**config.mk**
```make
export PLATFORM = sky130hd
export DESIGN_NAME = uart_top
export DESIGN_NICKNAME = d
export VERILOG_FILES = /design/src/rtl/uart_pkg.sv /design/src/rtl/fifo_if.sv /design/src/rtl/uart_top.sv /design/src/rtl/uart_tx.sv /design/src/rtl/uart_rx.sv /design/src/rtl/baud_gen.sv /design/src/rtl/fifo.sv
export SDC_FILE = /design/constraint.sdc
export NUM_CORES = 1
export LEC_CHECK = 0
export BUFFER_PORTS_ARGS = -buffer_cell sky130_fd_sc_hd__buf_2
export CAP_MARGIN = 10
export CORE_MARGIN = 10
export CORE_UTILIZATION = 55
export DETAILED_ROUTE_END_ITERATION = 8
export GPL_TIMING_DRIVEN = 1
export PLACE_DENSITY = 0.71
export SYNTH_ARGS = -nofsm -noshare
export SYNTH_HDL_FRONTEND = slang
export SYNTH_SLANG_ARGS = --single-unit
export TNS_END_PERCENT = 100
```
**constraint.sdc**
```tcl
create_clock -name clk -period 6.29 [get_ports clk]
set_input_delay 0.3145 -clock clk [delete_from_list [all_inputs] [get_ports clk]]
set_output_delay 0.3145 -clock clk [all_outputs]
set_load 0.005 [all_outputs]
```
**src/rtl/uart_pkg.sv**
```systemverilog
/* uart shared types
   byte and tick counter widths, receiver and transmitter state encodings */
package uart_pkg;

   // one data byte through the fifos and on the host ports
   typedef logic [7:0] byte_t;

   // oversampling ticks within one bit period, 16 per bit
   typedef logic [3:0] tick_cnt_t;

   typedef enum logic [1:0]
   {
      rx_idle,
      rx_start,
      rx_data,
      rx_stop
   } rx_state_t;

   typedef enum logic [1:0]
   {
      tx_idle,
      tx_start,
      tx_data,
      tx_stop
   } tx_state_t;

endpackage
```
**src/rtl/fifo_if.sv**
```systemverilog
/* fifo bus
   write side, read side and the full/empty flags of one byte fifo */
interface fifo_if;
   import uart_pkg::*;

   logic  wr;     // write request
   byte_t wdata;
   logic  full;
   logic  rd;     // read request, pops the head
   byte_t rdata;  // head entry
   logic  empty;

   modport producer
   (
      output wr, wdata,
      input  full
   );

   modport consumer
   (
      output rd,
      input  rdata, empty
   );

   // fifo side, mirror of the two above
   modport storage
   (
      input  wr, wdata, rd,
      output full, rdata, empty
   );

endinterface

```
**src/rtl/uart_top.sv**
```systemverilog
/* byte-wide serial port
   host write and read ports buffered by a transmit and a receive fifo */
module uart_top
#(
   parameter int baud_div       = 4,
   parameter int fifo_adr_width = 4
)
(
   input  logic           clk,
   input  logic           reset,
   input  logic           wr,
   input  uart_pkg::byte_t wr_data,
   output logic           tx_full,
   input  logic           rd,
   output uart_pkg::byte_t rd_data,
   output logic           rx_empty,
   input  logic           rx,
   output logic           tx
);

   logic tick;

   fifo_if tx_fifo_bus ();
   fifo_if rx_fifo_bus ();

   // host is the producer of the transmit fifo
   assign tx_fifo_bus.wr    = wr;
   assign tx_fifo_bus.wdata = wr_data;
   assign tx_full           = tx_fifo_bus.full;

   // and the consumer of the receive fifo
   assign rx_fifo_bus.rd = rd;
   assign rd_data        = rx_fifo_bus.rdata;
   assign rx_empty       = rx_fifo_bus.empty;

   baud_gen #(.baud_div(baud_div)) i_baud_gen
   (
      .clk(clk), .reset(reset), .tick(tick)
   );

   fifo #(.adr_width(fifo_adr_width)) i_tx_fifo
   (
      .clk(clk), .reset(reset), .bus(tx_fifo_bus.storage)
   );

   fifo #(.adr_width(fifo_adr_width)) i_rx_fifo
   (
      .clk(clk), .reset(reset), .bus(rx_fifo_bus.storage)
   );

   uart_tx i_uart_tx
   (
      .clk(clk), .reset(reset), .tick(tick), .tx(tx), .bus(tx_fifo_bus.consumer)
   );

   uart_rx i_uart_rx
   (
      .clk(clk), .reset(reset), .tick(tick), .rx(rx), .bus(rx_fifo_bus.producer)
   );

endmodule

```
**src/rtl/uart_tx.sv**
```systemverilog
/* serial transmitter
   pulls one byte per frame from the transmit fifo and sends it 8n1, lsb first */
module uart_tx
(
   input  logic      clk,
   input  logic      reset,
   input  logic      tick,
   output logic      tx,
   fifo_if.consumer  bus
);
   import uart_pkg::*;

   tx_state_t state;
   tick_cnt_t tick_cnt;
   logic [2:0] bit_cnt;
   byte_t     shift_reg;
   logic      tx_reg;
   logic      bit_end;
   logic      load;

   assign bit_end = tick && (tick_cnt == 4'd15);

   // fetch from idle, or right at the end of a stop bit for back to back frames
   assign load = tick && !bus.empty &&
                 ((state == tx_idle) || (state == tx_stop && tick_cnt == 4'd15));

   assign bus.rd = load;
   assign tx     = tx_reg;

   always_ff @(posedge clk or posedge reset)
   begin
      if (reset)
      begin
         state    <= tx_idle;
         tick_cnt <= '0;
         bit_cnt  <= '0;
         tx_reg   <= 1'b1;  // line idles high
      end
      else
      begin
         case (state)
            tx_idle:
               if (load)
               begin
                  state    <= tx_start;
                  tick_cnt <= '0;
                  tx_reg   <= 1'b0;
               end
            tx_start:
               if (tick)
               begin
                  tick_cnt <= tick_cnt + 1'b1;
                  if (bit_end)
                  begin
                     state   <= tx_data;
                     bit_cnt <= '0;
                     tx_reg  <= shift_reg[0];
                  end
               end
            tx_data:
               if (tick)
               begin
                  tick_cnt <= tick_cnt + 1'b1;
                  if (bit_end)
                  begin
                     if (bit_cnt == 3'd7)
                     begin
                        state  <= tx_stop;
                        tx_reg <= 1'b1;
                     end
                     else
                     begin
                        bit_cnt <= bit_cnt + 1'b1;
                        tx_reg  <= shift_reg[1];  // next bit after the shift
                     end
                  end
               end
            tx_stop:
               if (tick)
               begin
                  tick_cnt <= tick_cnt + 1'b1;
                  if (load)
                  begin
                     state  <= tx_start;
                     tx_reg <= 1'b0;
                  end
                  else if (bit_end)
                     state <= tx_idle;
               end
            default: state <= tx_idle;
         endcase
      end
   end

   always_ff @(posedge clk)
   begin
      if (load)
         shift_reg <= bus.rdata;
      else if (state == tx_data && bit_end)
         shift_reg <= shift_reg >> 1;
   end

   // no frame in flight means the line rests high
   a_idle_high: assert property (@(posedge clk) disable iff (reset)
      (state == tx_idle) |-> tx)
      else $error("transmit line low while idle");

endmodule

```
**src/rtl/uart_rx.sv**
```systemverilog
/* serial receiver, 16x oversampled
   rebuilds 8n1 frames lsb first and writes each byte to the receive fifo */
module uart_rx
(
   input logic       clk,
   input logic       reset,
   input logic       tick,
   input logic       rx,
   fifo_if.producer  bus
);
   import uart_pkg::*;

   rx_state_t state;
   tick_cnt_t tick_cnt;
   logic [2:0] bit_cnt;
   byte_t     shift_reg;
   logic [1:0] rx_sync;
   logic      rx_s;
   logic      sample;
   logic      wr_reg;

   assign rx_s   = rx_sync[1];
   assign sample = tick && (tick_cnt == 4'd15);  // mid-bit once aligned

   assign bus.wr    = wr_reg;
   assign bus.wdata = shift_reg;

   // two-flop synchronizer, line idles high
   always_ff @(posedge clk or posedge reset)
   begin
      if (reset)
         rx_sync <= 2'b11;
      else
         rx_sync <= {rx_sync[0], rx};
   end

   always_ff @(posedge clk or posedge reset)
   begin
      if (reset)
      begin
         state    <= rx_idle;
         tick_cnt <= '0;
         bit_cnt  <= '0;
         wr_reg   <= 1'b0;
      end
      else
      begin
         // one pulse at the stop sample, fifo drops it if full
         wr_reg <= (state == rx_stop) && sample;
         case (state)
            rx_idle:
               if (tick && !rx_s)
               begin
                  state    <= rx_start;
                  tick_cnt <= '0;
               end
            rx_start:
               if (tick)
               begin
                  tick_cnt <= tick_cnt + 1'b1;
                  if (tick_cnt == 4'd7)
                  begin
                     if (rx_s)
                        state <= rx_idle;  // glitch, not a start bit
                     else
                     begin
                        state    <= rx_data;
                        tick_cnt <= '0;    // realign on mid-bit
                        bit_cnt  <= '0;
                     end
                  end
               end
            rx_data:
               if (tick)
               begin
                  tick_cnt <= tick_cnt + 1'b1;
                  if (sample)
                  begin
                     bit_cnt <= bit_cnt + 1'b1;
                     if (bit_cnt == 3'd7)
                        state <= rx_stop;
                  end
               end
            rx_stop:
               if (tick)
               begin
                  tick_cnt <= tick_cnt + 1'b1;
                  if (sample)
                     state <= rx_idle;
               end
            default: state <= rx_idle;
         endcase
      end
   end

   // lsb arrives first
   always_ff @(posedge clk)
   begin
      if (state == rx_data && sample)
         shift_reg <= {rx_s, shift_reg[7:1]};
   end

   a_wr_pulse: assert property (@(posedge clk) disable iff (reset)
      bus.wr |=> !bus.wr)
      else $error("receive fifo write longer than one cycle");

endmodule

```
**src/rtl/baud_gen.sv**
```systemverilog
/* oversampling tick divider
   one-cycle tick every baud_div clocks, 16 ticks per bit */
module baud_gen
#(
   parameter int baud_div = 4
)
(
   input  logic clk,
   input  logic reset,
   output logic tick
);

   localparam int cnt_width = (baud_div > 1) ? $clog2(baud_div) : 1;

   logic [cnt_width-1:0] cnt;

   always_ff @(posedge clk or posedge reset)
   begin
      if (reset)
      begin
         cnt  <= cnt_width'(baud_div - 1);
         tick <= 1'b0;
      end
      else
      begin
         tick <= (cnt == '0);
         if (cnt == '0)
            cnt <= cnt_width'(baud_div - 1);  // reload
         else
            cnt <= cnt - 1'b1;
      end
   end

   a_tick_single: assert property (@(posedge clk) disable iff (reset)
      tick |=> (!tick || baud_div == 1))
      else $error("tick held for more than one cycle");

endmodule

```
**src/rtl/fifo.sv**
```systemverilog
/* circular buffer fifo of bytes
   registered full and empty flags, refused write when full, refused read when empty */
module fifo
#(
   parameter int adr_width = 4
)
(
   input logic      clk,
   input logic      reset,
   fifo_if.storage  bus
);
   import uart_pkg::*;

   localparam int depth = 1 << adr_width;

   byte_t mem [depth];

   logic [adr_width-1:0] w_ptr, w_ptr_next;
   logic [adr_width-1:0] r_ptr, r_ptr_next;
   logic full_reg, full_next;
   logic empty_reg, empty_next;
   logic wr_en, rd_en;

   // refused operations are dropped here, also when both pulses come together
   assign wr_en = bus.wr & ~full_reg;
   assign rd_en = bus.rd & ~empty_reg;

   assign bus.rdata = mem[r_ptr];  // head shown combinationally
   assign bus.full  = full_reg;
   assign bus.empty = empty_reg;

   always_ff @(posedge clk)
   begin
      if (wr_en)
         mem[w_ptr] <= bus.wdata;
   end

   always_ff @(posedge clk or posedge reset)
   begin
      if (reset)
      begin
         w_ptr     <= '0;
         r_ptr     <= '0;
         full_reg  <= 1'b0;
         empty_reg <= 1'b1;
      end
      else
      begin
         w_ptr     <= w_ptr_next;
         r_ptr     <= r_ptr_next;
         full_reg  <= full_next;
         empty_reg <= empty_next;
      end
   end

   always_comb
   begin
      w_ptr_next = w_ptr;
      r_ptr_next = r_ptr;
      full_next  = full_reg;
      empty_next = empty_reg;
      case ({wr_en, rd_en})
         2'b01:
         begin
            r_ptr_next = r_ptr + 1'b1;
            full_next  = 1'b0;
            empty_next = (r_ptr_next == w_ptr);
         end
         2'b10:
         begin
            w_ptr_next = w_ptr + 1'b1;
            empty_next = 1'b0;
            full_next  = (w_ptr_next == r_ptr);
         end
         2'b11:
         begin
            // neither full nor empty here, so the flags hold
            w_ptr_next = w_ptr + 1'b1;
            r_ptr_next = r_ptr + 1'b1;
         end
         default: ;
      endcase
   end

   a_flags_exclusive: assert property (@(posedge clk) disable iff (reset)
      !(full_reg && empty_reg))
      else $error("fifo full and empty at once");

   a_flags_ptrs: assert property (@(posedge clk) disable iff (reset)
      (full_reg || empty_reg) |-> (w_ptr == r_ptr))
      else $error("fifo flag set with pointers apart");

endmodule

```
==> summary.txt, run 1 <==
Global routing
  – Antenna violations before repair: 0
  – GRT Util Overall: 16.2%
  – First-pass GRT wire length: 38.9 mm
  – Grt total ovfl: 0
  – Vias in the first global route: approximately 6700
  – Largest net degree at the start of global routing: 46

Die
  – Die height: 175 um
  – Die area: 30500 um^2
  – Placeable Area: about 24000 um^2
  – Site Rows: 56
  – Die X: 175 um
  – IO Pins: 24
  – Initial Util: between 50% and 60%

Detailed routing
  – Post-Route WL: about 25 mm
  – Vias per cell: approximately 6.0
  – Post-route ant nets: 0
  – DR pass1 iterations: 6
  – DR iter-0 viols: 640
  – Via count: 6436
  – Avg WL per Cell: 23.0 um
  – Drt drc: 0

Yosys
  – Register bit total from synthesis: 317
  – Asr flop ratio synth: 14.2%
  – Post-Synth XOR/XNOR Area: approximately 2%
  – Mux contribution to synthesized area: 13.9%
  – Syn Area/Cell: 18.9 um^2
  – Compound-Gate Fraction of Synth Area: under 10%
  – Syn Inst Count: 698
  – Netlist Area Pre-Place: 13200 um^2
  – Synthesis Warnings: 0
  – Simple-Gate Fraction of Synth Area: just under 5%
  – Post-synth EDFFs: 272
  – Yosys cell types: 56
  – Largest family of logic cells by synthesized area: multiplexers
  – Main flop type after synthesis: edfxtp_1
  – Post-Synth Adder-Cell Area: 2.28%
  – Post-Synthesis Net Count: 735
  – Sequential share of the synthesized area: 70.6%

Pwr
  – Worst vdd ir: roughly 0.31 mV
  – P_leak: 0.00501 uW
  – Clock Power Share: just over 30%
  – P_int: 4480 uW
  – Switching Share: 28.0%
  – Sequential fraction of design power: 43.0%
  – Psw: around 1700 uW
  – Logic pwr share: between 20% and 30%
  – PD cells: roughly 430 nW/um^2

Setup path
  – CP Class: reg -> out
  – CP bufs+invs: 2
  – Worst-path maximum fanout: 24
  – CP peak stage delay: 0.62 ns
  – Cell family contributing the most delay on the critical path: multiplexers
  – Crit-path most repeated cell: mux4_2
  – Type of element launching the critical path: flip-flop
  – Crit path DAT: 2.91 ns
  – Worst path slowest cell: dfrtp_2
  – Crit path cell chain: buf_4, mux4_2, mux4_2, buf_2
  – Nature of the critical path endpoint: output port
  – CP required: 5.98 ns

STA
  – Actual slew at the worst max-slew pin: 1.16 ns
  – Relative slew slack: 22.2%
  – Max Freq: 0.311 GHz
  – Min Tclk post-route: roughly 3.2 ns
  – Setup TNS: 0 ns
  – Final Setup Violations: 0
  – Unrepaired setup endpoints after global routing: false
  – Final number of hold-violating endpoints: 0
  – Worst Clk Skew: 0.0100 ns
  – Final slew viol count: 0
  – Worst setup margin: 3.07 ns
  – Crit share post-route: between 50% and 60%

Clocking
  – Total clock buffers created by CTS: 31
  – CTS max path bufs: 3
  – Max H-tree Level: 1
  – CTS tree: built
  – Clk sink count: 317
  – CTS root buf: clkbuf_16
  – Worst skew pair latency: 0.55 ns
  – Clock transition at path regs: 0.06 ns
  – CTS resizes: 0

Layout
  – Area Overhead vs Synth: 10.4%
  – N_diodes: 0
  – NumNets Final: 764
  – Layout cells sized above 1: 20.7%
  – Final cell count without fillers: roughly 1100
  – Registers with the most flip-flops: i_rx_fifo.mem: 128 flops, i_tx_fifo.mem: 128 flops

Placement
  – Gpl congestion: a little under 0.8
  – Worst slack, placed: between 3 and 4 ns
  – Placed cells: 1011
  – PortBufs: 23
  – DP HPWL: 15.5 mm

Hold path
  – Worst hold path type: in -> reg

Run status
  – Outcome: completed

Flow run
  – Max_cap viols: 0
## final cells by class
class,count,area [um^2]
flip-flops and latches,317,9310
fillers,1686,8990
multi-input cells,334,3570
clock buffers,39,816
well taps,319,399
clock inverters,19,245
repair buffers,29,165
inverters,14,52.6
## routing by layer
layer	vias up	global-route usage, %	share of wire, %
met5	-	0	0
met4	0	4.70	2.0
met3	42	2.65	4.4
met2	158	29.4	54
met1	3382	19.3	39
li1	2854	-	-
## cell families (layout without fill, tap and decap cells)
kind of cell               count (synthesis)  after routing
muxes                                     87             87
DFF                                      317            317
xor gates and xnor gates                  31             31
adders and majority gates                 24             24
and+or+nand+nor                          121            121
AOI/OAI and AO/OA                         71             71
buffers and inverters                     47            101
## power groups by stage
| stage | logic [uW] | clock network, uW | registers, uW |
|---|---|---|---|
| floorplan | 1460 | 0 | 2570 |
| global placement | 1590 | 0 | 2700 |
| detailed placement | 1640 | 0 | 2720 |
| CTS | 1650 | 1940 | 2680 |
| global route | 1780 | 2020 | 2700 |
| finish | 1630 | 1910 | 2670 |
## cells in the mapped netlist, drive strengths merged (3+ instances only)
cell type / count / area [um^2]
buf: 13 / 146
nand2b: 7 / 43.8
a21oi: 11 / 55.1
and3: 3 / 18.8
mux2: 4 / 45.0
mux2i: 11 / 110
mux4: 72 / 1680
o21ai: 16 / 80.1
a31oi: 5 / 31.3
nand3: 10 / 50.1
nor2: 22 / 82.6
nor2b: 4 / 25.0
xnor2: 23 / 201
xor2: 8 / 70.1
ha: 24 / 300
and2b: 6 / 57.6
a22o: 11 / 96.3
inv: 14 / 52.6
and2: 18 / 113
nor3: 5 / 25.0
or2: 3 / 18.8
nand2: 30 / 113
dfrtp: 38 / 951
a211o: 8 / 70.1
dfstp: 7 / 184
o2bb2ai: 4 / 35.0
clkbuf: 20 / 126
nand4: 6 / 37.5
a32o: 3 / 30.0
edfxtp: 272 / 8170
## through the flow
stage                     area (um^2)  total power, uW  util (%)  hold slack [ns]
final                           14600             6220      61.8           0.0713
after CTS                       14600             6270      61.8           0.0516
after floorplan                 13200             4030         -            0.319
after global placement          13500             4290      57.2            0.346
after global routing            14600             6500      61.8           0.0663
after detailed placement        13500             4360      57.2            0.349
## cell usage in the layout, fill, tap and decap left out, drive strengths merged, types with 15 or more instances in the layout
| cell type | count |
|---|---|
| and2 | 18 |
| buf | 27 |
| clkbuf | 39 |
| dfrtp | 38 |
| edfxtp | 272 |
| ha | 24 |
| inv | 15 |
| mux4 | 72 |
| nand2 | 30 |
| nor2 | 22 |
| o21ai | 16 |
| xnor2 | 23 |
## path summary, 6_finish.rpt
path	startpoint	end	slack (ns)	cells after the start
hold reg to reg	i_uart_rx.rx_sync[0]$_DFF_PP1_	i_uart_rx.rx_sync[1]$_DFF_PP1_	0.36	0
min in group asynchronous	reset	i_uart_tx.tick_cnt[0]$_DFFE_PP0P_	0.53	3
max in group asynchronous	reset	i_tx_fifo.r_ptr[0]$_DFFE_PP0P_	5.10	3
hold / removal	rd	i_rx_fifo.r_ptr[2]$_DFFE_PP0P_	0.07	3
setup reg to reg	i_uart_tx.state[0]$_DFFE_PP0P_	i_tx_fifo.bus.empty$_DFFE_PP1P_	3.71	8
setup / recovery	i_rx_fifo.r_ptr[0]$_DFFE_PP0P_	rd_data[6]	3.07	4
## timing repair
item	in CTS	in global routing
setup buffers	0	0
hold endpoints to repair	19	0
hold buffers	2	0
## worst reg2reg max path: cells and delay by family (launching register included)
kind                     cells  cell delay (ns)
flip-flops                   1             0.41
AO/OA/AOI/OAI                2             0.29
adder cells (fa/ha/maj)      2             0.65
buffers and inverters        2             0.43
AND/OR/NAND/NOR              2             0.75
Power figures use the tool's default switching activity.
==> run 2: changes to the inputs <==
- ABC_AREA: unset -> 1
- clock period: 6.29 -> 3.35 ns (I/O delays scaled with it)
==> summary.txt, run 2 <==
Setup path
  – R2R Setup Slk: 0.96 ns (-2.75 ns)
  – Type of element launching the critical path: flip-flop
  – Crit path DAT: 2.37 ns (-0.54 ns)
  – CP required: 3.18 ns (-2.80 ns)
  – CP Class: reg -> out
  – Setup crit end: rd_data[6]
  – Critical Path Start: i_rx_fifo.r_ptr[0]$_DFFE_PP0P_
  – R2R Path Start: i_uart_tx.state[0]$_DFFE_PP0P_
  – Worst-path maximum fanout: 68 (+180%)
  – Nature of the critical path endpoint: output port
  – R2R depth: 5 (-3)
  – RR Endpoint: i_uart_tx.shift_reg[4]$_DFFE_PP_

Yosys
  – Share of the synthesized area in the top cell type: 59.0% (-3.0 points)
  – Synth area leaders: edfxtp_1, nand2_1, dfrtp_1, nand3_1, nor2_1
  – Post-Synthesis Net Count: 1307 (+78%)
  – Yosys cell types: 37 (-34%)
  – Synthesis Warnings: 0 (unchanged)
  – Mux contribution to synthesized area: 0% (-14 points)
  – Compound-Gate Fraction of Synth Area: 6.30% (+2.5 points)
  – Post-synth top cells: edfxtp_1, nand2_1, nor2_1
  – Asr flop ratio synth: 14.2% (unchanged)
  – Syn Inst Count: 1270 (+82%)
  – Sequential share of the synthesized area: 67.2% (-3.4 points)
  – Syn Area/Cell: 10.9 um^2 (-42%)
  – Most common cell in the netlist: edfxtp_1
  – Post-Synth Adder-Cell Area: 2.17% (-0.11 points)
  – Simple-Gate Fraction of Synth Area: 16.8% (+12 points)
  – Netlist Area Pre-Place: 13800 um^2 (+5.0%)
  – Post-Synth XOR/XNOR Area: 1.64% (-0.42 points)
  – Main flop type after synthesis: edfxtp_1
  – Cell accounting for the most synthesized area: edfxtp_1
  – Largest family of logic cells by synthesized area: simple AND/OR/NAND/NOR gates
  – Register bit total from synthesis: 317 (unchanged)
  – Post-synth EDFFs: 272 (unchanged)

Clocking
  – CTS root buf: clkbuf_16
  – CTS tree: built
  – Worst skew pair latency: 0.57 ns (+0.02 ns)
  – Clock transition at path regs: 0.06 ns (about the same)
  – Total clock buffers created by CTS: 31 (unchanged)
  – CTS resizes: 0 (unchanged)
  – CTS max path bufs: 3 (unchanged)
  – Max H-tree Level: 1 (unchanged)
  – Clk sink count: 317 (unchanged)

STA
  – Actual slew at the worst max-slew pin: 1.07 ns (-0.0905 ns)
  – Crit share post-route: 75.9%
  – Worst Clk Skew: 0.0112 ns (+0.00115 ns)
  – Unrepaired setup endpoints after global routing: false
  – Worst hold slack: 0.0295 ns (-0.0418 ns)
  – Max Freq: 0.393 GHz
  – Relative slew slack: 27.7% (+5.6 points)
  – Final slew viol count: 0 (unchanged)
  – Setup TNS: 0 ns (unchanged)
  – Final number of hold-violating endpoints: 0 (unchanged)
  – Final Setup Violations: 0 (unchanged)
  – Min Tclk post-route: 2.54 ns

Layout
  – Fill cells: 1981 (+17%)
  – Commonest cells after routing, fill and taps aside: edfxtp_1, nand2_1, nor2_1
  – N_diodes: 0 (unchanged)
  – Layout cells sized above 1: 7.93% (-13 points)
  – Final core utilization: 61.6% (-0.19 points)
  – Most common cell after layout, fill and taps aside: edfxtp_1
  – Cell area after layout: 15100 um^2 (+3.9%)
  – Area Overhead vs Synth: 9.24%
  – NumNets Final: 1325 (+73%)
  – Registers with the most flip-flops: i_rx_fifo.mem: 128 flops, i_tx_fifo.mem: 128 flops

Detailed routing
  – Wire length on met3: 1.96 mm (+80%)
  – DR top layer: met4
  – Post-Route WL: 29.2 mm (+19%)
  – Met1 WL: 12.6 mm (+31%)
  – Drt drc: 0 (unchanged)
  – Post-route ant nets: 0 (unchanged)
  – DR pass1 iterations: 5 (-1)
  – WL met2: 14.0 mm (+4.5%)
  – Avg WL per Cell: 17.8 um (-22%)
  – Vias per cell: 5.50 (-8.6%)
  – DR iter-0 viols: 968 (+51%)
  – Via count: 8990 (+40%)

Placement
  – Placed inst area: 14100 um^2 (+4.9%)
  – DP HPWL: 17.4 mm (+12%)
  – Gpl congestion: 0.876 (+10%)
  – PortBufs: 23 (unchanged)

Die
  – Placeable Area: 24500 um^2 (+4.2%)
  – Die area: 31900 um^2 (+4.4%)
  – Die X: 179 um (+2.2%)
  – Initial Util: 56.4% (+0.44 points)
  – Die height: 179 um (+2.2%)
  – IO Pins: 24 (unchanged)
  – Site Rows: 57 (+1.8%)

Global routing
  – First-pass GRT wire length: 46.4 mm (+19%)
  – Grt total ovfl: 0 (unchanged)
  – GRT Util Overall: 18.4% (+2.2 points)
  – Vias in the first global route: 8504 (+27%)
  – Largest net degree at the start of global routing: 70 (+52%)
  – Antenna violations before repair: 0 (unchanged)

Pwr
  – Worst vdd ir: 0.514 mV (+66%)
  – Logic pwr share: 21.2% (-5.0 points)
  – Clock Power Share: 32.1% (+1.4 points)
  – Switching Share: 30.4% (+2.4 points)
  – Overall power consumption: 10000 uW (+61%)
  – P_leak: 0.00592 uW (+18%)
  – PD cells: 663 nW/um^2 (+55%)
  – Sequential fraction of design power: 46.7% (+3.7 points)
  – P_int: 6980 uW (+56%)
  – Psw: 3040 uW (+75%)

Flow run
  – Max_cap viols: 0 (unchanged)

Hold path
  – Worst hold path type: in -> reg

Run status
  – Outcome: completed
[run 2: cell count changes in the layout (fill, tap and decap cells not counted), moves of 34 or more]
cell	delta
inv_1	+116
mux4_2	-57
nand2_1	+240
nand3_1	+117
nor2_1	+127
o211ai_1	+34
o21ai_0	+54
[run 2: per-layer routing]
metal	track usage, %	vias to the layer above
met1	25.5	4281
met5	0	-
met2	29.8	328
met4	5.10	0
met3	2.54	55
li1	-	4326
[run 2: cell families after synthesis]
| kind of cell | after synthesis |
|---|---|
| simple gates | 563 |
| buf+inv | 188 |
| fa+ha+maj | 24 |
| xor+xnor | 25 |
| flops | 317 |
| compound gates | 153 |
[run 2: worst min path at each step]
| stage | startpoint | endpoint | cells after the start |
|---|---|---|---|
| 4_1_cts | wr_data[2] | i_tx_fifo.mem[2][2]$_DFFE_PP_ | 1 |
| 3_3_place_gp | rx | i_uart_rx.rx_sync[0]$_DFF_PP1_ | 1 |
| 2_1_floorplan | rx | i_uart_rx.rx_sync[0]$_DFF_PP1_ | 0 |
| 6_report | wr_data[2] | i_tx_fifo.mem[11][2]$_DFFE_PP_ | 1 |
| 3_5_place_dp | rx | i_uart_rx.rx_sync[0]$_DFF_PP1_ | 1 |
| 5_1_grt | wr_data[2] | i_tx_fifo.mem[2][2]$_DFFE_PP_ | 1 |
[run 2: timing repair]
action	4_1_cts	5_1_grt
endpoints found under the hold margin	54	0
buffers inserted	0	0
hold buffers	6	0
setup endpoints to repair	0	0
[run 2: area by class of cell]
class                           count  area, um^2  share of cell area (%)
Sequential cell                   317        9310                    61.6
Multi-Input combinational cell    765        3720                    24.6
Clock buffer                       37         798                    5.28
Inverter                          136         515                    3.41
Tap cell                          324         405                    2.68
Timing Repair Buffer               37         248                    1.64
Clock inverter                     20         126                   0.836
[run 2: power groups by stage]
stage               registers (uW)  clock network (uW)  logic, uW
global route                  4710                3410       2410
CTS                           4680                3260       2140
floorplan                     4700                   0       1570
finish                        4680                3210       2130
detailed placement            4760                   0       2110
global placement              4760                   0       2070
[run 2: metrics by stage]
step | setup WS (ns) | instances
floorplan | 1.54 | 1270
global placement | 1.06 | 1573
detailed placement | 0.982 | 1573
CTS | 0.801 | 1636
global route | 0.600 | 1636
finish | 0.808 | 1636
[run 2: worst max-delay path, stage by stage, from the launching register on]
cell and delay, ns:
dfrtp_2 0.38, buf_4 0.56, o21ai_0 0.19, o211ai_1 0.30, nand3_1 0.16, nand2_1 0.09, buf_2 0.11
